### config.mk
export PLATFORM = sky130hd
export DESIGN_NAME = ldu_dq
export DESIGN_NICKNAME = d
export VERILOG_FILES = /design/src/verilog/ldu_dq_pkg.sv /design/src/verilog/ldu_dq.sv /design/src/verilog/ldu_dq_entries.sv /design/src/verilog/ldu_dq_wakeup_kill.sv /design/src/verilog/ldu_dq_dispatch_alloc.sv
export SDC_FILE = /design/constraint.sdc
export NUM_CORES = 1
export LEC_CHECK = 0
export ABC_AREA = 0
export BUFFER_PORTS_ARGS = -buffer_cell sky130_fd_sc_hd__buf_4
export CELL_PAD_IN_SITES_DETAIL_PLACEMENT = 1
export CELL_PAD_IN_SITES_GLOBAL_PLACEMENT = 1
export CORE_AREA = 2 2 230 141
export DETAILED_ROUTE_END_ITERATION = 6
export DIE_AREA = 0 0 232 143
export GPL_ROUTABILITY_DRIVEN = 1
export PLACE_DENSITY = 0.78
export SLEW_MARGIN = 10
export SYNTH_ARGS = -nofsm -noshare
export SYNTH_HDL_FRONTEND = slang
export SYNTH_HIERARCHICAL = 1
export SYNTH_SLANG_ARGS = --single-unit
### constraint.sdc
create_clock -name CLK -period 4.15 [get_ports CLK]
set_input_delay 0.83 -clock CLK [delete_from_list [all_inputs] [get_ports CLK]]
set_output_delay 0.83 -clock CLK [all_outputs]
set_load 0.005 [all_outputs]
### src/verilog/ldu_dq_pkg.sv
// ----------------------------------------------------------
// load unit dispatch queue package
// sizes, field types and the load opcode enum
// ----------------------------------------------------------
`default_nettype none

package ldu_dq_pkg;

    // queue and dispatch sizes
    localparam int DQ_ENTRIES         = 4;
    localparam int DISPATCH_WAYS      = 4;

    // register file, writeback and reorder buffer sizes
    localparam int LOG_PR_COUNT       = 7;
    localparam int LOG_PRF_BANK_COUNT = 2;
    localparam int PRF_BANK_COUNT     = 4;
    localparam int LOG_ROB_ENTRIES    = 7;
    localparam int IMM_WIDTH          = 12;

    // low bits of a PR pick the bank, upper bits are the tag
    typedef logic [LOG_PR_COUNT-1:0]                    pr_t;
    typedef logic [LOG_PR_COUNT-LOG_PRF_BANK_COUNT-1:0] upper_pr_t;
    typedef logic [LOG_ROB_ENTRIES-1:0]                 rob_index_t;
    typedef logic [IMM_WIDTH-1:0]                       imm12_t;
    typedef logic [DQ_ENTRIES-1:0]                      entry_mask_t;

    typedef enum logic [3:0] {
        LDU_LB  = 4'b0000,
        LDU_LH  = 4'b0001,
        LDU_LW  = 4'b0010,
        LDU_LBU = 4'b0100,
        LDU_LHU = 4'b0101
    } ldu_op_e;

endpackage

`default_nettype wire
### src/verilog/ldu_dq.sv
// ----------------------------------------------------------
// load unit dispatch queue top level
// allocator, entry array and wakeup/kill checker
// ----------------------------------------------------------
`timescale 1ns/100ps
`default_nettype none

module ldu_dq (
    input  logic CLK,
    input  logic nRST,

    // dispatch by way
    input  logic                   [ldu_dq_pkg::DISPATCH_WAYS-1:0] dispatch_attempt_by_way,
    input  ldu_dq_pkg::ldu_op_e    [ldu_dq_pkg::DISPATCH_WAYS-1:0] dispatch_op_by_way,
    input  ldu_dq_pkg::imm12_t     [ldu_dq_pkg::DISPATCH_WAYS-1:0] dispatch_imm12_by_way,
    input  ldu_dq_pkg::pr_t        [ldu_dq_pkg::DISPATCH_WAYS-1:0] dispatch_A_PR_by_way,
    input  logic                   [ldu_dq_pkg::DISPATCH_WAYS-1:0] dispatch_A_ready_by_way,
    input  logic                   [ldu_dq_pkg::DISPATCH_WAYS-1:0] dispatch_A_is_zero_by_way,
    input  ldu_dq_pkg::pr_t        [ldu_dq_pkg::DISPATCH_WAYS-1:0] dispatch_dest_PR_by_way,
    input  ldu_dq_pkg::rob_index_t [ldu_dq_pkg::DISPATCH_WAYS-1:0] dispatch_ROB_index_by_way,
    output logic                   [ldu_dq_pkg::DISPATCH_WAYS-1:0] dispatch_ack_by_way,

    // writeback bus by bank
    input  logic                   [ldu_dq_pkg::PRF_BANK_COUNT-1:0] WB_bus_valid_by_bank,
    input  ldu_dq_pkg::upper_pr_t  [ldu_dq_pkg::PRF_BANK_COUNT-1:0] WB_bus_upper_PR_by_bank,

    // central queue launch
    output logic                   ldu_cq_enq_valid,
    output logic                   ldu_cq_enq_killed,
    output ldu_dq_pkg::ldu_op_e    ldu_cq_enq_op,
    output ldu_dq_pkg::pr_t        ldu_cq_enq_dest_PR,
    output ldu_dq_pkg::rob_index_t ldu_cq_enq_ROB_index,
    input  logic                   ldu_cq_enq_ready,

    // issue queue launch
    output logic                   ldu_iq_enq_valid,
    output ldu_dq_pkg::ldu_op_e    ldu_iq_enq_op,
    output ldu_dq_pkg::imm12_t     ldu_iq_enq_imm12,
    output ldu_dq_pkg::pr_t        ldu_iq_enq_A_PR,
    output logic                   ldu_iq_enq_A_ready,
    output logic                   ldu_iq_enq_A_is_zero,
    input  logic                   ldu_iq_enq_ready,

    // reorder buffer kill
    input  logic                   rob_kill_valid,
    input  ldu_dq_pkg::rob_index_t rob_kill_abs_head_index,
    input  ldu_dq_pkg::rob_index_t rob_kill_rel_kill_younger_index
);

    // allocator to entry array
    ldu_dq_pkg::entry_mask_t                             dispatch_valid_by_entry;
    ldu_dq_pkg::ldu_op_e    [ldu_dq_pkg::DQ_ENTRIES-1:0] dispatch_op_by_entry;
    ldu_dq_pkg::imm12_t     [ldu_dq_pkg::DQ_ENTRIES-1:0] dispatch_imm12_by_entry;
    ldu_dq_pkg::pr_t        [ldu_dq_pkg::DQ_ENTRIES-1:0] dispatch_A_PR_by_entry;
    ldu_dq_pkg::entry_mask_t                             dispatch_A_ready_by_entry;
    ldu_dq_pkg::entry_mask_t                             dispatch_A_is_zero_by_entry;
    ldu_dq_pkg::pr_t        [ldu_dq_pkg::DQ_ENTRIES-1:0] dispatch_dest_PR_by_entry;
    ldu_dq_pkg::rob_index_t [ldu_dq_pkg::DQ_ENTRIES-1:0] dispatch_ROB_index_by_entry;

    // checker to entry array
    ldu_dq_pkg::entry_mask_t new_A_ready_by_entry;
    ldu_dq_pkg::entry_mask_t new_killed_by_entry;

    // entry state fed back
    ldu_dq_pkg::entry_mask_t                             valid_by_entry;
    ldu_dq_pkg::pr_t        [ldu_dq_pkg::DQ_ENTRIES-1:0] A_PR_by_entry;
    ldu_dq_pkg::rob_index_t [ldu_dq_pkg::DQ_ENTRIES-1:0] ROB_index_by_entry;

    // port names match across the three blocks
    ldu_dq_dispatch_alloc i_alloc (.*);

    ldu_dq_wakeup_kill i_wakeup_kill (.*);

    ldu_dq_entries i_entries (.*);

endmodule

`default_nettype wire

### src/verilog/ldu_dq_entries.sv
// ----------------------------------------------------------
// dispatch queue entry array
// collapsing registers, sticky ready/killed, head launch
// ----------------------------------------------------------
`timescale 1ns/100ps
`default_nettype none

module ldu_dq_entries (
    input  logic CLK,
    input  logic nRST,

    // dispatch by entry
    input  ldu_dq_pkg::entry_mask_t                             dispatch_valid_by_entry,
    input  ldu_dq_pkg::ldu_op_e    [ldu_dq_pkg::DQ_ENTRIES-1:0] dispatch_op_by_entry,
    input  ldu_dq_pkg::imm12_t     [ldu_dq_pkg::DQ_ENTRIES-1:0] dispatch_imm12_by_entry,
    input  ldu_dq_pkg::pr_t        [ldu_dq_pkg::DQ_ENTRIES-1:0] dispatch_A_PR_by_entry,
    input  ldu_dq_pkg::entry_mask_t                             dispatch_A_ready_by_entry,
    input  ldu_dq_pkg::entry_mask_t                             dispatch_A_is_zero_by_entry,
    input  ldu_dq_pkg::pr_t        [ldu_dq_pkg::DQ_ENTRIES-1:0] dispatch_dest_PR_by_entry,
    input  ldu_dq_pkg::rob_index_t [ldu_dq_pkg::DQ_ENTRIES-1:0] dispatch_ROB_index_by_entry,

    // checker results
    input  ldu_dq_pkg::entry_mask_t new_A_ready_by_entry,
    input  ldu_dq_pkg::entry_mask_t new_killed_by_entry,

    // entry state
    output ldu_dq_pkg::entry_mask_t                             valid_by_entry,
    output ldu_dq_pkg::pr_t        [ldu_dq_pkg::DQ_ENTRIES-1:0] A_PR_by_entry,
    output ldu_dq_pkg::rob_index_t [ldu_dq_pkg::DQ_ENTRIES-1:0] ROB_index_by_entry,

    // central queue launch
    output logic                   ldu_cq_enq_valid,
    output logic                   ldu_cq_enq_killed,
    output ldu_dq_pkg::ldu_op_e    ldu_cq_enq_op,
    output ldu_dq_pkg::pr_t        ldu_cq_enq_dest_PR,
    output ldu_dq_pkg::rob_index_t ldu_cq_enq_ROB_index,
    input  logic                   ldu_cq_enq_ready,

    // issue queue launch
    output logic                   ldu_iq_enq_valid,
    output ldu_dq_pkg::ldu_op_e    ldu_iq_enq_op,
    output ldu_dq_pkg::imm12_t     ldu_iq_enq_imm12,
    output ldu_dq_pkg::pr_t        ldu_iq_enq_A_PR,
    output logic                   ldu_iq_enq_A_ready,
    output logic                   ldu_iq_enq_A_is_zero,
    input  logic                   ldu_iq_enq_ready
);

    ldu_dq_pkg::entry_mask_t                             killed_by_entry;
    ldu_dq_pkg::entry_mask_t                             A_ready_by_entry;
    ldu_dq_pkg::entry_mask_t                             A_is_zero_by_entry;
    ldu_dq_pkg::ldu_op_e    [ldu_dq_pkg::DQ_ENTRIES-1:0] op_by_entry;
    ldu_dq_pkg::imm12_t     [ldu_dq_pkg::DQ_ENTRIES-1:0] imm12_by_entry;
    ldu_dq_pkg::pr_t        [ldu_dq_pkg::DQ_ENTRIES-1:0] dest_PR_by_entry;

    // slot value if nothing launched; slot DQ_ENTRIES is the empty one above the top
    logic                   [ldu_dq_pkg::DQ_ENTRIES:0]   take_valid;
    logic                   [ldu_dq_pkg::DQ_ENTRIES:0]   take_killed;
    logic                   [ldu_dq_pkg::DQ_ENTRIES:0]   take_A_ready;
    logic                   [ldu_dq_pkg::DQ_ENTRIES:0]   take_A_is_zero;
    ldu_dq_pkg::ldu_op_e    [ldu_dq_pkg::DQ_ENTRIES:0]   take_op;
    ldu_dq_pkg::imm12_t     [ldu_dq_pkg::DQ_ENTRIES:0]   take_imm12;
    ldu_dq_pkg::pr_t        [ldu_dq_pkg::DQ_ENTRIES:0]   take_A_PR;
    ldu_dq_pkg::pr_t        [ldu_dq_pkg::DQ_ENTRIES:0]   take_dest_PR;
    ldu_dq_pkg::rob_index_t [ldu_dq_pkg::DQ_ENTRIES:0]   take_ROB_index;

    logic launching;

    // ------------------------------------------------------------
    // head launch

    assign launching = valid_by_entry[0] & ldu_cq_enq_ready & ldu_iq_enq_ready;

    assign ldu_cq_enq_valid     = launching;
    assign ldu_cq_enq_killed    = killed_by_entry[0] | new_killed_by_entry[0];
    assign ldu_cq_enq_op        = op_by_entry[0];
    assign ldu_cq_enq_dest_PR   = dest_PR_by_entry[0];
    assign ldu_cq_enq_ROB_index = ROB_index_by_entry[0];

    assign ldu_iq_enq_valid     = launching;
    assign ldu_iq_enq_op        = op_by_entry[0];
    assign ldu_iq_enq_imm12     = imm12_by_entry[0];
    assign ldu_iq_enq_A_PR      = A_PR_by_entry[0];
    assign ldu_iq_enq_A_ready   = A_ready_by_entry[0] | new_A_ready_by_entry[0];
    assign ldu_iq_enq_A_is_zero = A_is_zero_by_entry[0];

    // ------------------------------------------------------------
    // per-slot next value: keep a valid entry, else take dispatch

    assign take_valid     = {1'b0, valid_by_entry | dispatch_valid_by_entry};
    assign take_killed    = {1'b0, valid_by_entry & (killed_by_entry | new_killed_by_entry)};
    assign take_A_ready   = {1'b0, (valid_by_entry & (A_ready_by_entry | new_A_ready_by_entry))
                                 | (~valid_by_entry & dispatch_A_ready_by_entry)};
    assign take_A_is_zero = {1'b0, (valid_by_entry & A_is_zero_by_entry)
                                 | (~valid_by_entry & dispatch_A_is_zero_by_entry)};

    always_comb begin
        take_op[ldu_dq_pkg::DQ_ENTRIES]        = ldu_dq_pkg::LDU_LB;
        take_imm12[ldu_dq_pkg::DQ_ENTRIES]     = '0;
        take_A_PR[ldu_dq_pkg::DQ_ENTRIES]      = '0;
        take_dest_PR[ldu_dq_pkg::DQ_ENTRIES]   = '0;
        take_ROB_index[ldu_dq_pkg::DQ_ENTRIES] = '0;
        for (int j = 0; j < ldu_dq_pkg::DQ_ENTRIES; j++) begin
            take_op[j]        = valid_by_entry[j] ? op_by_entry[j] : dispatch_op_by_entry[j];
            take_imm12[j]     = valid_by_entry[j] ? imm12_by_entry[j] : dispatch_imm12_by_entry[j];
            take_A_PR[j]      = valid_by_entry[j] ? A_PR_by_entry[j] : dispatch_A_PR_by_entry[j];
            take_dest_PR[j]   = valid_by_entry[j] ? dest_PR_by_entry[j]
                                                  : dispatch_dest_PR_by_entry[j];
            take_ROB_index[j] = valid_by_entry[j] ? ROB_index_by_entry[j]
                                                  : dispatch_ROB_index_by_entry[j];
        end
    end

    // ------------------------------------------------------------
    // registers, shifted down one slot on launch

    always_ff @(posedge CLK, negedge nRST) begin
        if (!nRST) begin
            valid_by_entry <= '0;
        end else begin
            valid_by_entry <= launching ? take_valid[ldu_dq_pkg::DQ_ENTRIES:1]
                                        : take_valid[ldu_dq_pkg::DQ_ENTRIES-1:0];
        end
    end

    always_ff @(posedge CLK) begin
        if (launching) begin
            killed_by_entry    <= take_killed[ldu_dq_pkg::DQ_ENTRIES:1];
            A_ready_by_entry   <= take_A_ready[ldu_dq_pkg::DQ_ENTRIES:1];
            A_is_zero_by_entry <= take_A_is_zero[ldu_dq_pkg::DQ_ENTRIES:1];
            op_by_entry        <= take_op[ldu_dq_pkg::DQ_ENTRIES:1];
            imm12_by_entry     <= take_imm12[ldu_dq_pkg::DQ_ENTRIES:1];
            A_PR_by_entry      <= take_A_PR[ldu_dq_pkg::DQ_ENTRIES:1];
            dest_PR_by_entry   <= take_dest_PR[ldu_dq_pkg::DQ_ENTRIES:1];
            ROB_index_by_entry <= take_ROB_index[ldu_dq_pkg::DQ_ENTRIES:1];
        end else begin
            killed_by_entry    <= take_killed[ldu_dq_pkg::DQ_ENTRIES-1:0];
            A_ready_by_entry   <= take_A_ready[ldu_dq_pkg::DQ_ENTRIES-1:0];
            A_is_zero_by_entry <= take_A_is_zero[ldu_dq_pkg::DQ_ENTRIES-1:0];
            op_by_entry        <= take_op[ldu_dq_pkg::DQ_ENTRIES-1:0];
            imm12_by_entry     <= take_imm12[ldu_dq_pkg::DQ_ENTRIES-1:0];
            A_PR_by_entry      <= take_A_PR[ldu_dq_pkg::DQ_ENTRIES-1:0];
            dest_PR_by_entry   <= take_dest_PR[ldu_dq_pkg::DQ_ENTRIES-1:0];
            ROB_index_by_entry <= take_ROB_index[ldu_dq_pkg::DQ_ENTRIES-1:0];
        end
    end

    // ------------------------------------------------------------
    // checks

    // occupancy stays packed at the head across collapse and fill
    a_valid_contiguous: assert property (@(posedge CLK) disable iff (!nRST)
        (valid_by_entry & (valid_by_entry + 1'b1)) == '0);

    // a dispatch never lands on a slot that is still held
    a_dispatch_free_slot: assert property (@(posedge CLK) disable iff (!nRST)
        (dispatch_valid_by_entry & valid_by_entry) == '0);

endmodule

`default_nettype wire

### src/verilog/ldu_dq_wakeup_kill.sv
// ----------------------------------------------------------
// per-entry wakeup and kill checker
// writeback bank tag match, modular ROB age compare
// ----------------------------------------------------------
`timescale 1ns/100ps
`default_nettype none

module ldu_dq_wakeup_kill (
    // entry state
    input  ldu_dq_pkg::pr_t        [ldu_dq_pkg::DQ_ENTRIES-1:0]     A_PR_by_entry,
    input  ldu_dq_pkg::rob_index_t [ldu_dq_pkg::DQ_ENTRIES-1:0]     ROB_index_by_entry,

    // writeback bus by bank
    input  logic                   [ldu_dq_pkg::PRF_BANK_COUNT-1:0] WB_bus_valid_by_bank,
    input  ldu_dq_pkg::upper_pr_t  [ldu_dq_pkg::PRF_BANK_COUNT-1:0] WB_bus_upper_PR_by_bank,

    // reorder buffer kill
    input  logic                   rob_kill_valid,
    input  ldu_dq_pkg::rob_index_t rob_kill_abs_head_index,
    input  ldu_dq_pkg::rob_index_t rob_kill_rel_kill_younger_index,

    output ldu_dq_pkg::entry_mask_t new_A_ready_by_entry,
    output ldu_dq_pkg::entry_mask_t new_killed_by_entry
);

    always_comb begin
        logic [ldu_dq_pkg::LOG_PRF_BANK_COUNT-1:0] bank;
        ldu_dq_pkg::rob_index_t                    age;

        for (int i = 0; i < ldu_dq_pkg::DQ_ENTRIES; i++) begin
            // only the bank owning this PR can wake it
            bank = A_PR_by_entry[i][ldu_dq_pkg::LOG_PRF_BANK_COUNT-1:0];
            new_A_ready_by_entry[i] = WB_bus_valid_by_bank[bank]
                & (WB_bus_upper_PR_by_bank[bank]
                   == A_PR_by_entry[i][ldu_dq_pkg::LOG_PR_COUNT-1:ldu_dq_pkg::LOG_PRF_BANK_COUNT]);

            // age relative to ROB head, wraps mod 128
            age = ROB_index_by_entry[i] - rob_kill_abs_head_index;
            new_killed_by_entry[i] = rob_kill_valid & (age > rob_kill_rel_kill_younger_index);
        end
    end

endmodule

`default_nettype wire

### src/verilog/ldu_dq_dispatch_alloc.sv
// ----------------------------------------------------------
// dispatch allocator
// lowest free slot per way in way order, acks,
// one-hot OR-mux of way fields onto entries
// ----------------------------------------------------------
`timescale 1ns/100ps
`default_nettype none

module ldu_dq_dispatch_alloc (
    // dispatch by way
    input  logic                   [ldu_dq_pkg::DISPATCH_WAYS-1:0] dispatch_attempt_by_way,
    input  ldu_dq_pkg::ldu_op_e    [ldu_dq_pkg::DISPATCH_WAYS-1:0] dispatch_op_by_way,
    input  ldu_dq_pkg::imm12_t     [ldu_dq_pkg::DISPATCH_WAYS-1:0] dispatch_imm12_by_way,
    input  ldu_dq_pkg::pr_t        [ldu_dq_pkg::DISPATCH_WAYS-1:0] dispatch_A_PR_by_way,
    input  logic                   [ldu_dq_pkg::DISPATCH_WAYS-1:0] dispatch_A_ready_by_way,
    input  logic                   [ldu_dq_pkg::DISPATCH_WAYS-1:0] dispatch_A_is_zero_by_way,
    input  ldu_dq_pkg::pr_t        [ldu_dq_pkg::DISPATCH_WAYS-1:0] dispatch_dest_PR_by_way,
    input  ldu_dq_pkg::rob_index_t [ldu_dq_pkg::DISPATCH_WAYS-1:0] dispatch_ROB_index_by_way,
    output logic                   [ldu_dq_pkg::DISPATCH_WAYS-1:0] dispatch_ack_by_way,

    // occupancy before this cycle's launch
    input  ldu_dq_pkg::entry_mask_t valid_by_entry,

    // dispatch by entry
    output ldu_dq_pkg::entry_mask_t                             dispatch_valid_by_entry,
    output ldu_dq_pkg::ldu_op_e    [ldu_dq_pkg::DQ_ENTRIES-1:0] dispatch_op_by_entry,
    output ldu_dq_pkg::imm12_t     [ldu_dq_pkg::DQ_ENTRIES-1:0] dispatch_imm12_by_entry,
    output ldu_dq_pkg::pr_t        [ldu_dq_pkg::DQ_ENTRIES-1:0] dispatch_A_PR_by_entry,
    output ldu_dq_pkg::entry_mask_t                             dispatch_A_ready_by_entry,
    output ldu_dq_pkg::entry_mask_t                             dispatch_A_is_zero_by_entry,
    output ldu_dq_pkg::pr_t        [ldu_dq_pkg::DQ_ENTRIES-1:0] dispatch_dest_PR_by_entry,
    output ldu_dq_pkg::rob_index_t [ldu_dq_pkg::DQ_ENTRIES-1:0] dispatch_ROB_index_by_entry
);

    ldu_dq_pkg::entry_mask_t [ldu_dq_pkg::DISPATCH_WAYS-1:0] one_hot_by_way;

    // ------------------------------------------------------------
    // priority encoder chain

    always_comb begin
        ldu_dq_pkg::entry_mask_t open_mask;

        open_mask = ~valid_by_entry;
        for (int w = 0; w < ldu_dq_pkg::DISPATCH_WAYS; w++) begin
            // x & -x isolates the lowest free slot
            one_hot_by_way[w] = dispatch_attempt_by_way[w] ? (open_mask & (-open_mask)) : '0;
            dispatch_ack_by_way[w] = |one_hot_by_way[w];
            open_mask = open_mask & ~one_hot_by_way[w];
        end
    end

    // ------------------------------------------------------------
    // way to entry routing

    always_comb begin
        dispatch_valid_by_entry     = '0;
        dispatch_imm12_by_entry     = '0;
        dispatch_A_PR_by_entry      = '0;
        dispatch_A_ready_by_entry   = '0;
        dispatch_A_is_zero_by_entry = '0;
        dispatch_dest_PR_by_entry   = '0;
        dispatch_ROB_index_by_entry = '0;
        for (int e = 0; e < ldu_dq_pkg::DQ_ENTRIES; e++) begin
            // LDU_LB encodes as zero so it is the OR identity
            dispatch_op_by_entry[e] = ldu_dq_pkg::LDU_LB;
            for (int w = 0; w < ldu_dq_pkg::DISPATCH_WAYS; w++) begin
                if (one_hot_by_way[w][e]) begin
                    dispatch_valid_by_entry[e]     |= 1'b1;
                    dispatch_op_by_entry[e]         = ldu_dq_pkg::ldu_op_e'(
                        dispatch_op_by_entry[e] | dispatch_op_by_way[w]);
                    dispatch_imm12_by_entry[e]     |= dispatch_imm12_by_way[w];
                    dispatch_A_PR_by_entry[e]      |= dispatch_A_PR_by_way[w];
                    dispatch_A_ready_by_entry[e]   |= dispatch_A_ready_by_way[w];
                    dispatch_A_is_zero_by_entry[e] |= dispatch_A_is_zero_by_way[w];
                    dispatch_dest_PR_by_entry[e]   |= dispatch_dest_PR_by_way[w];
                    dispatch_ROB_index_by_entry[e] |= dispatch_ROB_index_by_way[w];
                end
            end
        end
    end

endmodule

`default_nettype wire

==> impl_metrics.csv <==
group,metric,value,unit
cells_and_area,area.growth.synth_to_final,17.9,%
detailed_routing,wl_met3,5.10,mm
placement,preCtsSetupSlack,-60.0,ps
sta,rsz0062_at_grt,"true",
cells_and_area,num-fill-cells,3497,
critical_path,cp-start-kind,"register",
critical_path,slowest_stage,"edfxtp_1",
global_route,grt_pass1_vias,13400,
detailed_routing,routed.top_layer,"met4",
yosys,ys_warn_count,6,
floorplan,initial_core_util,0.435,
clock_network,clock_sinks,164,
floorplan,fp-row-count,50,
detailed_routing,drt_iter0_drc,1823,
sta,worst_pin_slew,1010,ps
detailed_routing,wirelength_met1,24.3,mm
yosys,synthesis.nets,1664,
detailed_routing,dr_wl_met2,23.6,mm
floorplan,coreArea,31000,sq um
yosys,synth_cells,1405,
critical_path,critPathKind,"register to output pin",
critical_path,crit_fanout,3,
power_and_ir_drop,max-vdd-ir-drop,0.302,mV
sta,slew_headroom,0.328,
global_route,grt_usage,0.324,
detailed_routing,drcViolationCount,3,
sta,hold_viol,0,
detailed_routing,wl,54.2,mm
global_route,grt_overflow,0,
detailed_routing,vias_per_cell,6.60,
critical_path,worstPathArrival,3200,ps
yosys,yosysUniqueCellTypes,75,
clock_network,cts-root-buf,"clkbuf_16",
yosys,async_flop_share,0.0244,
global_route,grt_max_degree,151,
global_route,grt_pass1_wl,81.3,mm
clock_network,path_clk_slew,70,ps
sta,setup_viol,0,
placement,port_buffers,252,
yosys,synth-seq-cells,164,
critical_path,cpLargestDelayFamily,"adder cells",
yosys,synth_ff_type,"dfxtp_1",
worst_hold_path,hp-class,"primary input to asynchronous set/reset pin",
floorplan,pin_count,253,
detailed_routing,wire_per_inst,27.2,um
critical_path,crit_chain,"inv_2 -> ha_4 -> inv_2 -> fa_2 -> a21o_1 -> a21oi_2 -> nand4b_1 -> nand3_1 -> ha_1 -> nand4_1 -> o21bai_1 -> a31oi_1 -> or2_4 -> buf_6",
yosys,syn_area_per_cell,9.60,sq um
yosys,synth_edf_count,38,
placement,post-dp-hpwl,36.2,mm
sta,min_period,4030,ps
clock_network,cts_buffers,17,
floorplan,die_h,143,um
sta,tns,0,ps
yosys,synth_area,13500,sq um
yosys,ys_seq_area_frac,0.273,
run_status,status,"complete, but fails checks",
critical_path,cpMostUsedCell,"inv_2",
detailed_routing,final_antenna_net_count,0,
job,drv_cap,0,
floorplan,die_x,232,um
sta,timing.final.crit_share,0.971,
power_and_ir_drop,p_leak,7.68,nW
cells_and_area,drive_gt1_frac,0.254,
cells_and_area,fin_nets,1816,
sta,worst_slack,120,ps
cells_and_area,layout.cells.most_common_list,"buf_4, mux2i_1, nand2_1",
clock_network,cts_tree,"done",
critical_path,cp-end-kind,"output pin",
critical_path,critPathBufInv,3,
global_route,antenna_found_initial,6,
floorplan,die_area,33200,sq um
detailed_routing,dr.pass1.iters,7,
sta,timing.fmax,248,MHz
power_and_ir_drop,power_density,649,nW/um^2
clock_network,h-tree-depth,4,
run_status,violations,"design-rule violations",
cells_and_area,layout_commonest_cell,"buf_4",
critical_path,slowest_delay,420,ps
placement,gp_congestion,0.939,
sta,maxSlewViolCount,0,
sta,fin_skew,7.05,ps
clock_network,clk_latency,450,ps
detailed_routing,vias,13100,
clock_network,cts.path.max_buffers,2,
critical_path,critPathRequiredTime,3320,ps
## cell type report
cell class | instances | area, sq um | area share
sequential | 164 | 3690 | 0.232
clock inverter | 12 | 120 | 0.00755
tap | 416 | 520 | 0.0327
timing repair buffer | 294 | 2250 | 0.141
antenna | 4 | 10.0 | 0.000630
multi-input combinational | 1001 | 8540 | 0.537
clock buffer | 20 | 468 | 0.0294
inverter | 79 | 297 | 0.0186
## per-layer routing
layer	GRT usage	vias up
li1	-	5751
met1	0.454	6566
met2	0.492	724
met3	0.0705	88
met4	0.106	0
met5	0	-
## power by group
part / internal [mW] / switching [mW] / total [mW]
combinational: 2.53 / 3.22 / 5.75
clock: 0.887 / 0.739 / 1.63
sequential: 2.39 / 0.552 / 2.94
total: 5.81 / 4.51 / 10.3
## registers in the layout (all words and copies together) (netlist names), 12 cells and up, named ones only
name,cells
i_entries/dest_PR_by_entry,21
i_entries/A_PR_by_entry,21
i_entries/ldu_iq_enq_imm12,12
i_entries/imm12_by_entry,36
i_entries/ROB_index_by_entry,21
i_entries/op_by_entry,12
## cell usage after synthesis, types with 27 or more instances
| cell | n | share of area |
|---|---|---|
| mux2i_1 | 193 | 0.14 |
| nand2_1 | 125 | 0.035 |
| dfxtp_1 | 122 | 0.18 |
| a221o_1 | 78 | 0.058 |
| a222oi_1 | 78 | 0.058 |
| a22o_1 | 78 | 0.051 |
| inv_1 | 78 | 0.022 |
| buf_4 | 58 | 0.032 |
| o21ai_0 | 57 | 0.021 |
| nor2_1 | 55 | 0.015 |
| ha_1 | 52 | 0.048 |
| clkbuf_1 | 40 | 0.011 |
| edfxtp_1 | 38 | 0.085 |
| o21ai_2 | 38 | 0.025 |
| buf_2 | 36 | 0.013 |
| xor2_1 | 27 | 0.018 |
## through the flow
stage | cell area, sq um | hold slack, ps | util | cells | power [mW]
floorplan | 13500 | 454 | - | 1405 | 6.82
global placement | 15300 | 471 | 0.492 | 1951 | 8.28
detailed placement | 15300 | 487 | 0.492 | 1951 | 8.52
CTS | 15800 | 146 | 0.512 | 1983 | 10.2
global route | 15900 | 143 | 0.513 | 1989 | 10.9
finish | 15900 | 163 | 0.513 | 1990 | 10.3
## timing repair
action,CTS,global route
endpoints found under the setup margin,1,1
setup buffers,0,3
pin swaps,1,12
hold buffers,0,0
gates resized for setup,2,9
## worst register-to-register path: stages, from the launching register on
cell      delay (ps)
dfrtp_1          880
buf_4            300
o211ai_1         120
a21oi_1          310
nor2_1           120
or4b_4           220
buf_4            650
o21ai_1          260
mux2i_1          250
mux2i_1          110
## path summary, 6_finish.rpt
path                                                   to                               from  cells after the start  slack (ps)
hold / removal                i_entries/valid_by_entry[2]                               nRST                      1         160
max in group asynchronous     i_entries/valid_by_entry[1]                               nRST                      1        3870
setup / recovery                        ldu_cq_enq_killed  i_entries/ldu_cq_enq_ROB_index[0]                     14         120
hold reg to reg            i_entries/dest_PR_by_entry[24]     i_entries/dest_PR_by_entry[24]                      2         490
min in group CLK           i_entries/dest_PR_by_entry[24]     i_entries/dest_PR_by_entry[24]                      2         490
setup reg to reg             i_entries/imm12_by_entry[28]        i_entries/valid_by_entry[0]                      9         790
## kinds of logic after synthesis
logic type,synth area share
buffers and inverters,0.0997
and+or+nand+nor,0.0963
AOI/OAI and AO/OA,0.260
adders and majority gates,0.0558
xor gates and xnor gates,0.0246
DFF,0.273
muxes,0.190
Note: power is estimated with default switching activity, not from simulation.
